**config.mk**
```make
export PLATFORM = sky130hd
export DESIGN_NAME = narrow_bridge_top
export DESIGN_NICKNAME = d
export VERILOG_FILES = /design/src/logic/narrow_pkg.sv /design/src/logic/byte_addr.sv /design/src/logic/lane_walker.sv /design/src/logic/byte_ram.sv /design/src/logic/narrow_bridge_top.sv
export SDC_FILE = /design/constraint.sdc
export NUM_CORES = 2
export LEC_CHECK = 0
export BUFFER_PORTS_ARGS = -buffer_cell sky130_fd_sc_hd__buf_2
export CAP_MARGIN = 20
export CORE_UTILIZATION = 40
export DETAILED_ROUTE_END_ITERATION = 12
export SKIP_CTS_REPAIR_TIMING = 1
export SYNTH_ARGS = -nofsm -noshare
export SYNTH_HDL_FRONTEND = slang
export SYNTH_SLANG_ARGS = --single-unit
export TNS_END_PERCENT = 50
```
**constraint.sdc**
```tcl
create_clock -name clk_i -period 8.1 [get_ports clk_i]
set_input_delay 0.405 -clock clk_i [delete_from_list [all_inputs] [get_ports clk_i]]
set_output_delay 0.405 -clock clk_i [all_outputs]
set_load 0.005 [all_outputs]
```
**src/logic/narrow_pkg.sv**
```systemverilog
/* shared types and limits for the wide-to-narrow bus adapter.
   logic files reach these by scoped name. */

`default_nettype none

package narrow_pkg;

	// ####################
	// limits
	// ####################

	localparam int MAX_ARCHBITSZ = 256; // widest cpu word the lane index logic covers.

	// ####################
	// types
	// ####################

	// one lane of the cpu word, and also the whole narrow data bus.
	typedef logic [7:0] byte_t;

	// lane walker sequencing.
	typedef enum logic [1:0] {
		IDLE  = 2'd0, // waiting for a request strobe.
		ISSUE = 2'd1, // one byte access per clock.
		DRAIN = 2'd2  // last read byte lands, done follows.
	} walker_state_e;

endpackage

`default_nettype wire

```
**src/logic/byte_addr.sv**
```systemverilog
/* turns a word address and a lane select mask into the byte address
   of the lowest selected lane. purely combinational. */

`default_nettype none

module byte_addr #(
	parameter int ARCHBITSZ = 32,
	localparam int SELW = ARCHBITSZ / 8, // one select bit per byte lane.
	localparam int LANEW = $clog2(SELW), // bits needed for a lane index.
	localparam int ADDRW = ARCHBITSZ - LANEW // word address width.
) (
	input  logic [ADDRW-1:0] addr_i, // word address.
	input  logic [SELW-1:0] sel_i, // lanes still wanted.
	output logic [ARCHBITSZ-1:0] addr_o // full byte address.
);

	// ####################
	// width check
	// ####################

	if (ARCHBITSZ < 16 || ARCHBITSZ > narrow_pkg::MAX_ARCHBITSZ) begin : g_bad_width
		$error("byte_addr: ARCHBITSZ %0d outside 16..%0d",
			ARCHBITSZ, narrow_pkg::MAX_ARCHBITSZ);
	end

	// ####################
	// lowest set lane
	// ####################

	logic [LANEW-1:0] lane; // index of the lowest set select bit.

	// scan from the top down so the lowest set bit is written last.
	// an empty mask leaves lane at zero.
	always_comb begin
		lane = '0;
		for (int i = SELW - 1; i >= 0; i--) begin
			if (sel_i[i]) begin
				lane = LANEW'(i); // lower lanes overwrite higher ones.
			end
		end
	end

	assign addr_o = {addr_i, lane}; // word address on top, lane in the low bits.

endmodule

`default_nettype wire

```
**src/logic/lane_walker.sv**
```systemverilog
/* walks the selected lanes of one cpu word request, one byte access per
   clock on the narrow bus, and rebuilds the read word lane by lane. */

`default_nettype none

module lane_walker #(
	parameter int ARCHBITSZ = 32,
	localparam int SELW = ARCHBITSZ / 8, // byte lanes per word.
	localparam int LANEW = $clog2(SELW), // lane index width.
	localparam int ADDRW = ARCHBITSZ - LANEW // word address width.
) (
	input  logic clk_i,
	input  logic reset_i,
	input  logic req_i, // single cycle request strobe.
	input  logic we_i, // 1 write, 0 read.
	input  logic [ADDRW-1:0] waddr_i, // word address.
	input  logic [SELW-1:0] sel_i, // byte lane mask.
	input  logic [ARCHBITSZ-1:0] wdata_i,
	output logic busy_o,
	output logic done_o, // single cycle completion strobe.
	output logic [ARCHBITSZ-1:0] rdata_o,
	output logic [SELW-1:0] pend_o, // lanes not issued yet.
	output logic [ADDRW-1:0] waddr_o, // captured word address.
	input  logic [ARCHBITSZ-1:0] baddr_i, // lowest pending byte address.
	output logic bstb_o, // narrow bus strobe.
	output logic bwe_o,
	output logic [ARCHBITSZ-1:0] baddr_o,
	output narrow_pkg::byte_t bwdata_o,
	input  narrow_pkg::byte_t brdata_i // valid the cycle after a read strobe.
);

	// ####################
	// state
	// ####################

	narrow_pkg::walker_state_e state_q;
	logic [SELW-1:0] pend_q; // lanes still to issue.
	logic [ADDRW-1:0] waddr_q;
	logic we_q;
	logic [ARCHBITSZ-1:0] wdata_q;
	logic [ARCHBITSZ-1:0] result_q; // read word being rebuilt.
	logic done_q;
	logic rd_vld_q; // a read byte arrives this cycle.
	logic [LANEW-1:0] rd_lane_q; // lane that byte belongs to.

	logic take; // request accepted on this edge.
	logic [LANEW-1:0] lane; // lane issued this cycle.
	logic [SELW-1:0] pend_left; // mask after this cycle's lane.

	assign take = req_i && (state_q == narrow_pkg::IDLE);
	assign lane = baddr_i[LANEW-1:0]; // low bits of the byte address are the lane.
	assign pend_left = pend_q & ~(SELW'(1) << lane);

	// ####################
	// control
	// ####################

	always_ff @(posedge clk_i) begin
		if (reset_i) begin
			state_q <= narrow_pkg::IDLE;
			pend_q <= '0;
			done_q <= 1'b0;
			rd_vld_q <= 1'b0;
		end else begin
			done_q <= 1'b0; // strobe, one cycle only.
			rd_vld_q <= bstb_o && !we_q; // ram answers one cycle later.
			unique case (state_q)
				narrow_pkg::IDLE: begin
					if (req_i) begin
						pend_q <= sel_i;
						if (sel_i == '0) begin
							state_q <= narrow_pkg::DRAIN; // nothing to move.
						end else begin
							state_q <= narrow_pkg::ISSUE;
						end
					end
				end
				narrow_pkg::ISSUE: begin
					pend_q <= pend_left; // retire the lane just sent.
					if (pend_left == '0) begin
						state_q <= narrow_pkg::DRAIN;
					end
				end
				narrow_pkg::DRAIN: begin
					done_q <= 1'b1; // last byte is in, report next cycle.
					state_q <= narrow_pkg::IDLE;
				end
				default: begin
					state_q <= narrow_pkg::IDLE;
				end
			endcase
		end
	end

	// ####################
	// datapath
	// ####################

	// request payload and the lane of each issued access.
	always_ff @(posedge clk_i) begin
		if (take) begin
			waddr_q <= waddr_i;
			we_q <= we_i;
			wdata_q <= wdata_i;
		end
		if (bstb_o) begin
			rd_lane_q <= lane; // remembered for the returning byte.
		end
	end

	// unselected lanes stay zero from the clear at request time.
	always_ff @(posedge clk_i) begin
		if (reset_i) begin
			result_q <= '0;
		end else if (take) begin
			result_q <= '0;
		end else if (rd_vld_q) begin
			result_q[rd_lane_q*8 +: 8] <= brdata_i; // byte back into its own lane.
		end
	end

	assign busy_o = (state_q != narrow_pkg::IDLE);
	assign done_o = done_q;
	assign rdata_o = result_q; // held until the next request clears it.
	assign pend_o = pend_q;
	assign waddr_o = waddr_q;
	assign bstb_o = (state_q == narrow_pkg::ISSUE); // pend is never empty here.
	assign bwe_o = bstb_o && we_q;
	assign baddr_o = baddr_i;
	assign bwdata_o = wdata_q[lane*8 +: 8]; // write byte of the lane on the bus.

	// ####################
	// checks
	// ####################

	// upstream must wait for done before the next strobe.
	a_no_req_busy: assert property (@(posedge clk_i) disable iff (reset_i)
		busy_o |-> !req_i)
		else $error("lane_walker: req_i while busy_o high");

	// every strobe carries a lane that is still pending.
	a_stb_pend: assert property (@(posedge clk_i) disable iff (reset_i)
		bstb_o |-> (pend_q != '0))
		else $error("lane_walker: byte strobe with no lane pending");

endmodule

`default_nettype wire

```
**src/logic/byte_ram.sv**
```systemverilog
/* byte wide ram on the narrow bus. writes on the strobe edge and returns
   read data registered one cycle after the strobe. */

`default_nettype none

module byte_ram #(
	parameter int ARCHBITSZ = 32,
	parameter int RAMBYTES = 256, // depth, power of two.
	localparam int AW = $clog2(RAMBYTES) // decoded address bits.
) (
	input  logic clk_i,
	input  logic stb_i, // one access per strobe.
	input  logic we_i,
	input  logic [ARCHBITSZ-1:0] addr_i, // byte address, upper bits alias.
	input  narrow_pkg::byte_t wdata_i,
	output narrow_pkg::byte_t rdata_o
);

	// ####################
	// depth check
	// ####################

	if (RAMBYTES < 2 || (RAMBYTES & (RAMBYTES - 1)) != 0) begin : g_bad_depth
		$error("byte_ram: RAMBYTES %0d is not a power of two", RAMBYTES);
	end

	// ####################
	// storage
	// ####################

	narrow_pkg::byte_t mem [RAMBYTES]; // contents undefined until written.
	logic [AW-1:0] idx; // decoded part of the byte address.

	assign idx = addr_i[AW-1:0];

	always_ff @(posedge clk_i) begin
		if (stb_i) begin
			if (we_i) begin
				mem[idx] <= wdata_i; // store on the strobe edge.
			end else begin
				rdata_o <= mem[idx]; // visible the following cycle.
			end
		end
	end

endmodule

`default_nettype wire

```
**src/logic/narrow_bridge_top.sv**
```systemverilog
/* wide-to-narrow adapter top, cpu word port in, byte ram behind it.
   wires the lane walker, the byte address block and the ram. */

`default_nettype none

module narrow_bridge_top #(
	parameter int ARCHBITSZ = 32, // cpu word width.
	parameter int RAMBYTES = 256, // byte ram depth.
	localparam int SELW = ARCHBITSZ / 8,
	localparam int LANEW = $clog2(SELW),
	localparam int ADDRW = ARCHBITSZ - LANEW
) (
	input  logic clk_i,
	input  logic reset_i,
	input  logic req_i,
	input  logic we_i,
	input  logic [ADDRW-1:0] waddr_i,
	input  logic [SELW-1:0] sel_i,
	input  logic [ARCHBITSZ-1:0] wdata_i,
	output logic busy_o,
	output logic done_o,
	output logic [ARCHBITSZ-1:0] rdata_o
);

	// ####################
	// width check
	// ####################

	if (ARCHBITSZ < 16 || ARCHBITSZ > narrow_pkg::MAX_ARCHBITSZ
		|| (ARCHBITSZ & (ARCHBITSZ - 1)) != 0) begin : g_bad_width
		$error("narrow_bridge_top: unsupported ARCHBITSZ %0d", ARCHBITSZ);
	end

	// ####################
	// interconnect
	// ####################

	logic [SELW-1:0] pend; // walker -> address block.
	logic [ADDRW-1:0] waddr_cap;
	logic [ARCHBITSZ-1:0] lane_addr; // address block -> walker.
	logic bstb; // narrow bus.
	logic bwe;
	logic [ARCHBITSZ-1:0] baddr;
	narrow_pkg::byte_t bwdata;
	narrow_pkg::byte_t brdata;

	lane_walker #(.ARCHBITSZ(ARCHBITSZ)) i_walker (
		.clk_i(clk_i), .reset_i(reset_i), .req_i(req_i), .we_i(we_i),
		.waddr_i(waddr_i), .sel_i(sel_i), .wdata_i(wdata_i),
		.busy_o(busy_o), .done_o(done_o), .rdata_o(rdata_o),
		.pend_o(pend), .waddr_o(waddr_cap), .baddr_i(lane_addr),
		.bstb_o(bstb), .bwe_o(bwe), .baddr_o(baddr),
		.bwdata_o(bwdata), .brdata_i(brdata)
	);

	byte_addr #(.ARCHBITSZ(ARCHBITSZ)) i_addr (
		.addr_i(waddr_cap), .sel_i(pend), .addr_o(lane_addr)
	);

	byte_ram #(.ARCHBITSZ(ARCHBITSZ), .RAMBYTES(RAMBYTES)) i_ram (
		.clk_i(clk_i), .stb_i(bstb), .we_i(bwe), .addr_i(baddr),
		.wdata_i(bwdata), .rdata_o(brdata)
	);

endmodule

`default_nettype wire

```
; ---- After elaboration in Yosys (flattened, before gate mapping)
; Memory sizes are Yosys's and may differ from the RTL's. A register that Yosys moved wholly into a read port is not among the register bits.
; Cells that the tools add are included.
[totals]
mem_bits_rw = 2048
ff_bits = 81
input_bits = 70
elab_cells = 50
memories = 1
[mem_list]
columns = name, depth, word_bits, rd, rd_ports_with_merged_regs, write_ports, line
row1 = i_ram.mem, 256, 8, 1, 1, 1, byte_ram.sv:31  ; narrow_pkg::byte_t mem [RAMBYTES];
[classes]
muxes = 15
n_reduce_logical = 13
bitwise = 3
n_eq_ne = 4
add_sub_neg = 1
n_shift = 4
[ops]
columns = operator, count
row1 = negation 5 -> 34 bit, 1
row2 = variable shift 8 x 34 -> 32 bit (first input constant), 1
row3 = indexed part select 8 x 34 -> 32 bit, 1
row4 = bitwise mux 32 bit, 1
row5 = indexed part select 32 x 6 -> 8 bit, 1
row6 = 2-to-1 mux 2 bit, 7
row7 = logical NOT 4 bit, 2
row8 = case mux 4 bit (2 select lines), 1
row9 = AND reduction 2 bit, 3
row10 = bitwise AND 4 bit, 1
row11 = 2-to-1 mux 1 bit, 4
row12 = 2-to-1 mux 4 bit, 1
row13 = inequality test 2 bit (second input constant), 2
row14 = NOT 4 bit, 1
row15 = case mux 2 bit (2 select lines), 1
row16 = nonzero test 2 bit, 2
row17 = left shift 1 x 2 -> 4 bit (first input constant), 1
row18 = logical AND 1 bit, 3
row19 = == test 2 x 1 -> 1 bit (second input constant), 1
row20 = == test 2 bit (second input constant), 1
row21 = logical NOT 2 bit, 1
row22 = OR reduction 2 bit, 1
row23 = logical NOT 1 bit, 1
row24 = NOT 1 bit, 1

; ---- Logic depth before layout (Yosys ltp)
[depth]
ltp_word = 10
ltp_mapped = 14

; ---- By module
; A second synthesis with hierarchy kept.
[unflattened]
cells_unflattened = 3835
area_unflattened_um2 = 82630.5
[modules_own_cells]
columns = mod, cells_each, seq_area_each_um2, area_each_um2, n_inst
row1 = byte_ram, 3526, 61739.2, 78376.4, 1
row2 = lane_walker, 274, 2752.6, 4001.3, 1
row3 = byte_addr, 35, 0.0, 252.7, 1

; ---- Worst setup path before layout
; Ideal clock, no wire load.
[synth_path]
path_kind = reg2reg
from = reg i_walker.pend_q[2] (netlist: i_walker.pend_o[2])
to = mem i_ram.mem[0][0] in the netlist's numbering (data pin)
t_arrival_ns = 4.928
required_time_ns = 7.236
setup_time_ns = 0.864
path_stages_with_launch = 12
period_less_slack_ns = 5.792
path_slack_ns = 2.308
cell_sequence = dfxtp_1 -> buf_4 -> nor2b_1 -> o21bai_1 -> buf_2 -> buf_2 -> buf_2 -> buf_4 -> buf_2 -> nand2_1 -> a21oi_1 -> a221o_1
[synth_between]
elab_chain_cells = 4
[synth_rtl]
columns = element, line
row1 = start: declaration, lane_walker.sv:37  ; logic [SELW-1:0] pend_q;
row2 = start signal: assignment, lane_walker.sv:70  ; pend_q <= sel_i;
row3 = start signal: assignment, lane_walker.sv:79  ; pend_q <= pend_left;
row4 = 2-to-1 mux 2 bit (3 in a row), byte_addr.sv:37  ; if (sel_i[i]) begin
row5 = indexed part select 32 x 6 -> 8 bit, lane_walker.sv:130  ; assign bwdata_o = wdata_q[lane*8 +: 8];
row6 = via bwdata[0], narrow_bridge_top.sv:44  ; narrow_pkg::byte_t bwdata;
row7 = end: declaration, byte_ram.sv:31
; The timed path passes the listed nets, and every way through them passes these cells.

; ---- Worst setup path in the final report
[layout_path]
from = reg i_walker.pend_q[2] (netlist: i_walker.pend_o[2])
to = mem i_ram.mem[42][0] in the netlist's numbering (data pin)
; The elaborated chain is that of the path after synthesis.

==> metrics <==
Max-Cap Viols 0; total CTS buffers 211; CP arrival 5.49 ns; vias per cell 5.84; critical path depth 9; Synth area leaders edfxtp_1, mux2i_1, a221oi_1; Crit-path slowest cell buf_4; min setup slack post-route 3.16 ns; Core Area 205000 um2; share of flip-flops with an asynchronous set or reset 0%; Critical Path Source i_walker.pend_o[2]; Pre-antenna DRT Iters 6; number of synthesized register bits 2137; Fin. Hold Viols 0; synth cell count leaders edfxtp_1, nand2_1, a21oi_1; # DRC 0; Peak VDD IR 260 uV; GP Congestion 0.817; Root Driver clkbuf_16; Core Util, Final 45.4%; Reg power frac 52.1%; fin crit share 61.0%; Cell Pwr Density 262 nW/um2; post-route minimum period 4.94 ns; sequential-to-total area share from yosys stat 77.2%; Setup Viol. Count Final 0; worst flop-to-flop path endpoint i_ram.mem[42][0]; Crit Path Max Fanout 109; most used cell, CP buf_4; initial antenna violation count 8; Internal 18.4 mW; Leakage Power 30.5 nW; Crit. End Element register; Synth Flop Type edfxtp_1; via count 48.5k; fin nets 5517; r2r startpoint i_walker.pend_o[2]; WP data required 8.65 ns; Synth top area share 76.2%; port buffer count 79; Sw Ratio 24.5%; Synth area leader edfxtp_1; TritonCTS clock tree done; share of cells above drive strength 1 9.11%; Clock Latency Late Sink 0.86 ns; largest net degree at the start of global routing 202; Final Slew Violations 0; global route overflow 0; Comb pwr share 9.2%; worst reg-to-reg setup slack 3.16 ns; post-synthesis cell area 82600 um2; CP cell instances nor2b_1 > o21bai_4 > buf_12 > buf_4 > nand2_1 > a21oi_1 > a221o_4 > buf_4 > buf_4; first-pass GRT wire length 322000 um; number of distinct library cells after synthesis 57; Starting Density 40.3%; number of global-route vias before repair 46.3k; worst r2r path cells 9; setup TNS 0 ns; CP top delay family buffers and inverters; CTS clk-pin slew, worst paths 0.06 ns; synth warn 0; Layout Skew 0.0515 ns; syn_area_per_cell 15.4 um2; critical setup path kind register to register; CP peak stage delay 0.81 ns; relative max-transition margin 19.1%; unrepaired setup endpoints after global routing false; First DRT Iteration DRCs 6096; top achievable clock speed 202 MHz; M2 GR Usage 32.7%; GR Util met1 29.5%; Hold Path Class input port to register; crit path capture i_ram.mem[42][0]; Post-DRT Antenna Nets 0; final WL 222000 um; count leader, synth edfxtp_1; H-tree depth 4; clk sinks 2137; synth-to-layout area growth 12.5%; worst slew pin tran 1.21 ns; Synth Instances 5373; dpl ws 3.10 ns; chip width 457 um; Hold Slack 0.264 ns; status completed; sw power 5.97 mW; syn nets 5448; number of flops mapped to enable cells by yosys 2097; met3 Usage GRT 3.89%; Top Ports 104; row cnt 166; CTS max path bufs 3; GRT busiest layer met2; Total GRT Usage 20.8%; WL/cell 26.8 um; Die Y 457 um; Clk pwr share 38.7%; Die Footprint 208000 um2; crit start category register; worst path bufs/invs 4; DP HPWL 126000 um
## worst register-to-register path: stages (launching register included)
cell	delay, ns
dfxtp_1	0.52
nor2b_1	0.13
o21bai_4	0.44
buf_12	0.54
buf_4	0.82
nand2_1	0.22
a21oi_1	0.21
a221o_4	0.22
buf_4	0.75
buf_4	0.72
## layout by cell type (no fill, tap or decap), drive strengths merged, types with 58 or more instances in the layout
master and count:
edfxtp 2097, nand2 676, a21oi 377, nor2 348, a221oi 294, mux2i 265, clkbuf 247, buf 180
nor4 152, o22ai 140, clkinv 110, a211oi 83, a22oi 74, o21ai 73, inv 58
## state kept, by name (all words and copies together) (netlist names)
name                flops
i_walker.rdata_o       32
i_walker.waddr_o        6
i_walker.we_q           1
i_ram.rdata_o           8
i_ram.mem            2048
i_walker.done_o         1
i_walker.state_q        2
i_walker.wdata_q       32
i_walker.rd_lane_q      2
i_walker.rd_vld_q       1
i_walker.pend_o         4
## cell families (layout without fill, tap and decap cells)
family / Yosys count / after routing / synth area share (%)
mux: 265 / 265 / 3.21
fa+ha+maj: 6 / 6 / 0.0878
flops: 2137 / 2137 / 77.2
buf+inv: 426 / 663 / 2.45
other cells: 0 / 5 / 0
compound gates: 1238 / 1238 / 10.3
simple gates: 1301 / 1301 / 6.81
## worst min-delay path by stage
stage,start,endpoint,slack [ns],cells after the start
global placement,i_walker.state_q[1],i_walker.state_q[1],0.44,1
floorplan,i_walker.state_q[1],i_walker.state_q[1],0.42,1
detailed placement,i_walker.state_q[1],i_walker.state_q[1],0.46,1
finish,waddr_i[4],i_walker.waddr_o[4],0.26,2
global route,waddr_i[4],i_walker.waddr_o[4],0.25,2
CTS,waddr_i[4],i_walker.waddr_o[4],-0.33,1
## per-stage QoR
step | instance area (um2) | power (mW) | instances
after CTS | 92400 | 24.4 | 8245
after detailed placement | 85800 | 15.1 | 7864
after floorplan | 82600 | 14.3 | 5373
final | 93000 | 24.4 | 8303
after global routing | 93000 | 25.0 | 8298
after global placement | 85700 | 15.1 | 7860
## layout make-up
| type | count | area (um2) |
|---|---|---|
| Sequential cell | 2137 | 63800 |
| Clock inverter | 134 | 1220 |
| Tap cell | 2688 | 3360 |
| Multi-Input combinational cell | 2810 | 17100 |
| Inverter | 53 | 206 |
| Clock buffer | 247 | 5420 |
| Timing Repair Buffer | 229 | 1910 |
| Fill cell | 17500 | 112000 |
| Antenna cell | 5 | 12.5 |
## power by group through the flow
| stage | clock network, mW | logic, mW | registers (mW) |
|---|---|---|---|
| final | 9.44 | 2.25 | 12.7 |
| after global routing | 9.94 | 2.38 | 12.7 |
| after CTS | 9.54 | 2.21 | 12.7 |
| after detailed placement | 0 | 2.20 | 12.9 |
| after global placement | 0 | 2.15 | 12.9 |
| after floorplan | 0 | 1.23 | 13.1 |
## metal layers
layer	part of all wire, %	routed length, um	vias to the layer above
met5	0	0	-
met2	47	104000	2097
met4	2.6	5880	0
li1	-	-	21300
met3	8.5	18900	317
met1	42	93300	24700
Power figures use the tool's default switching activity.
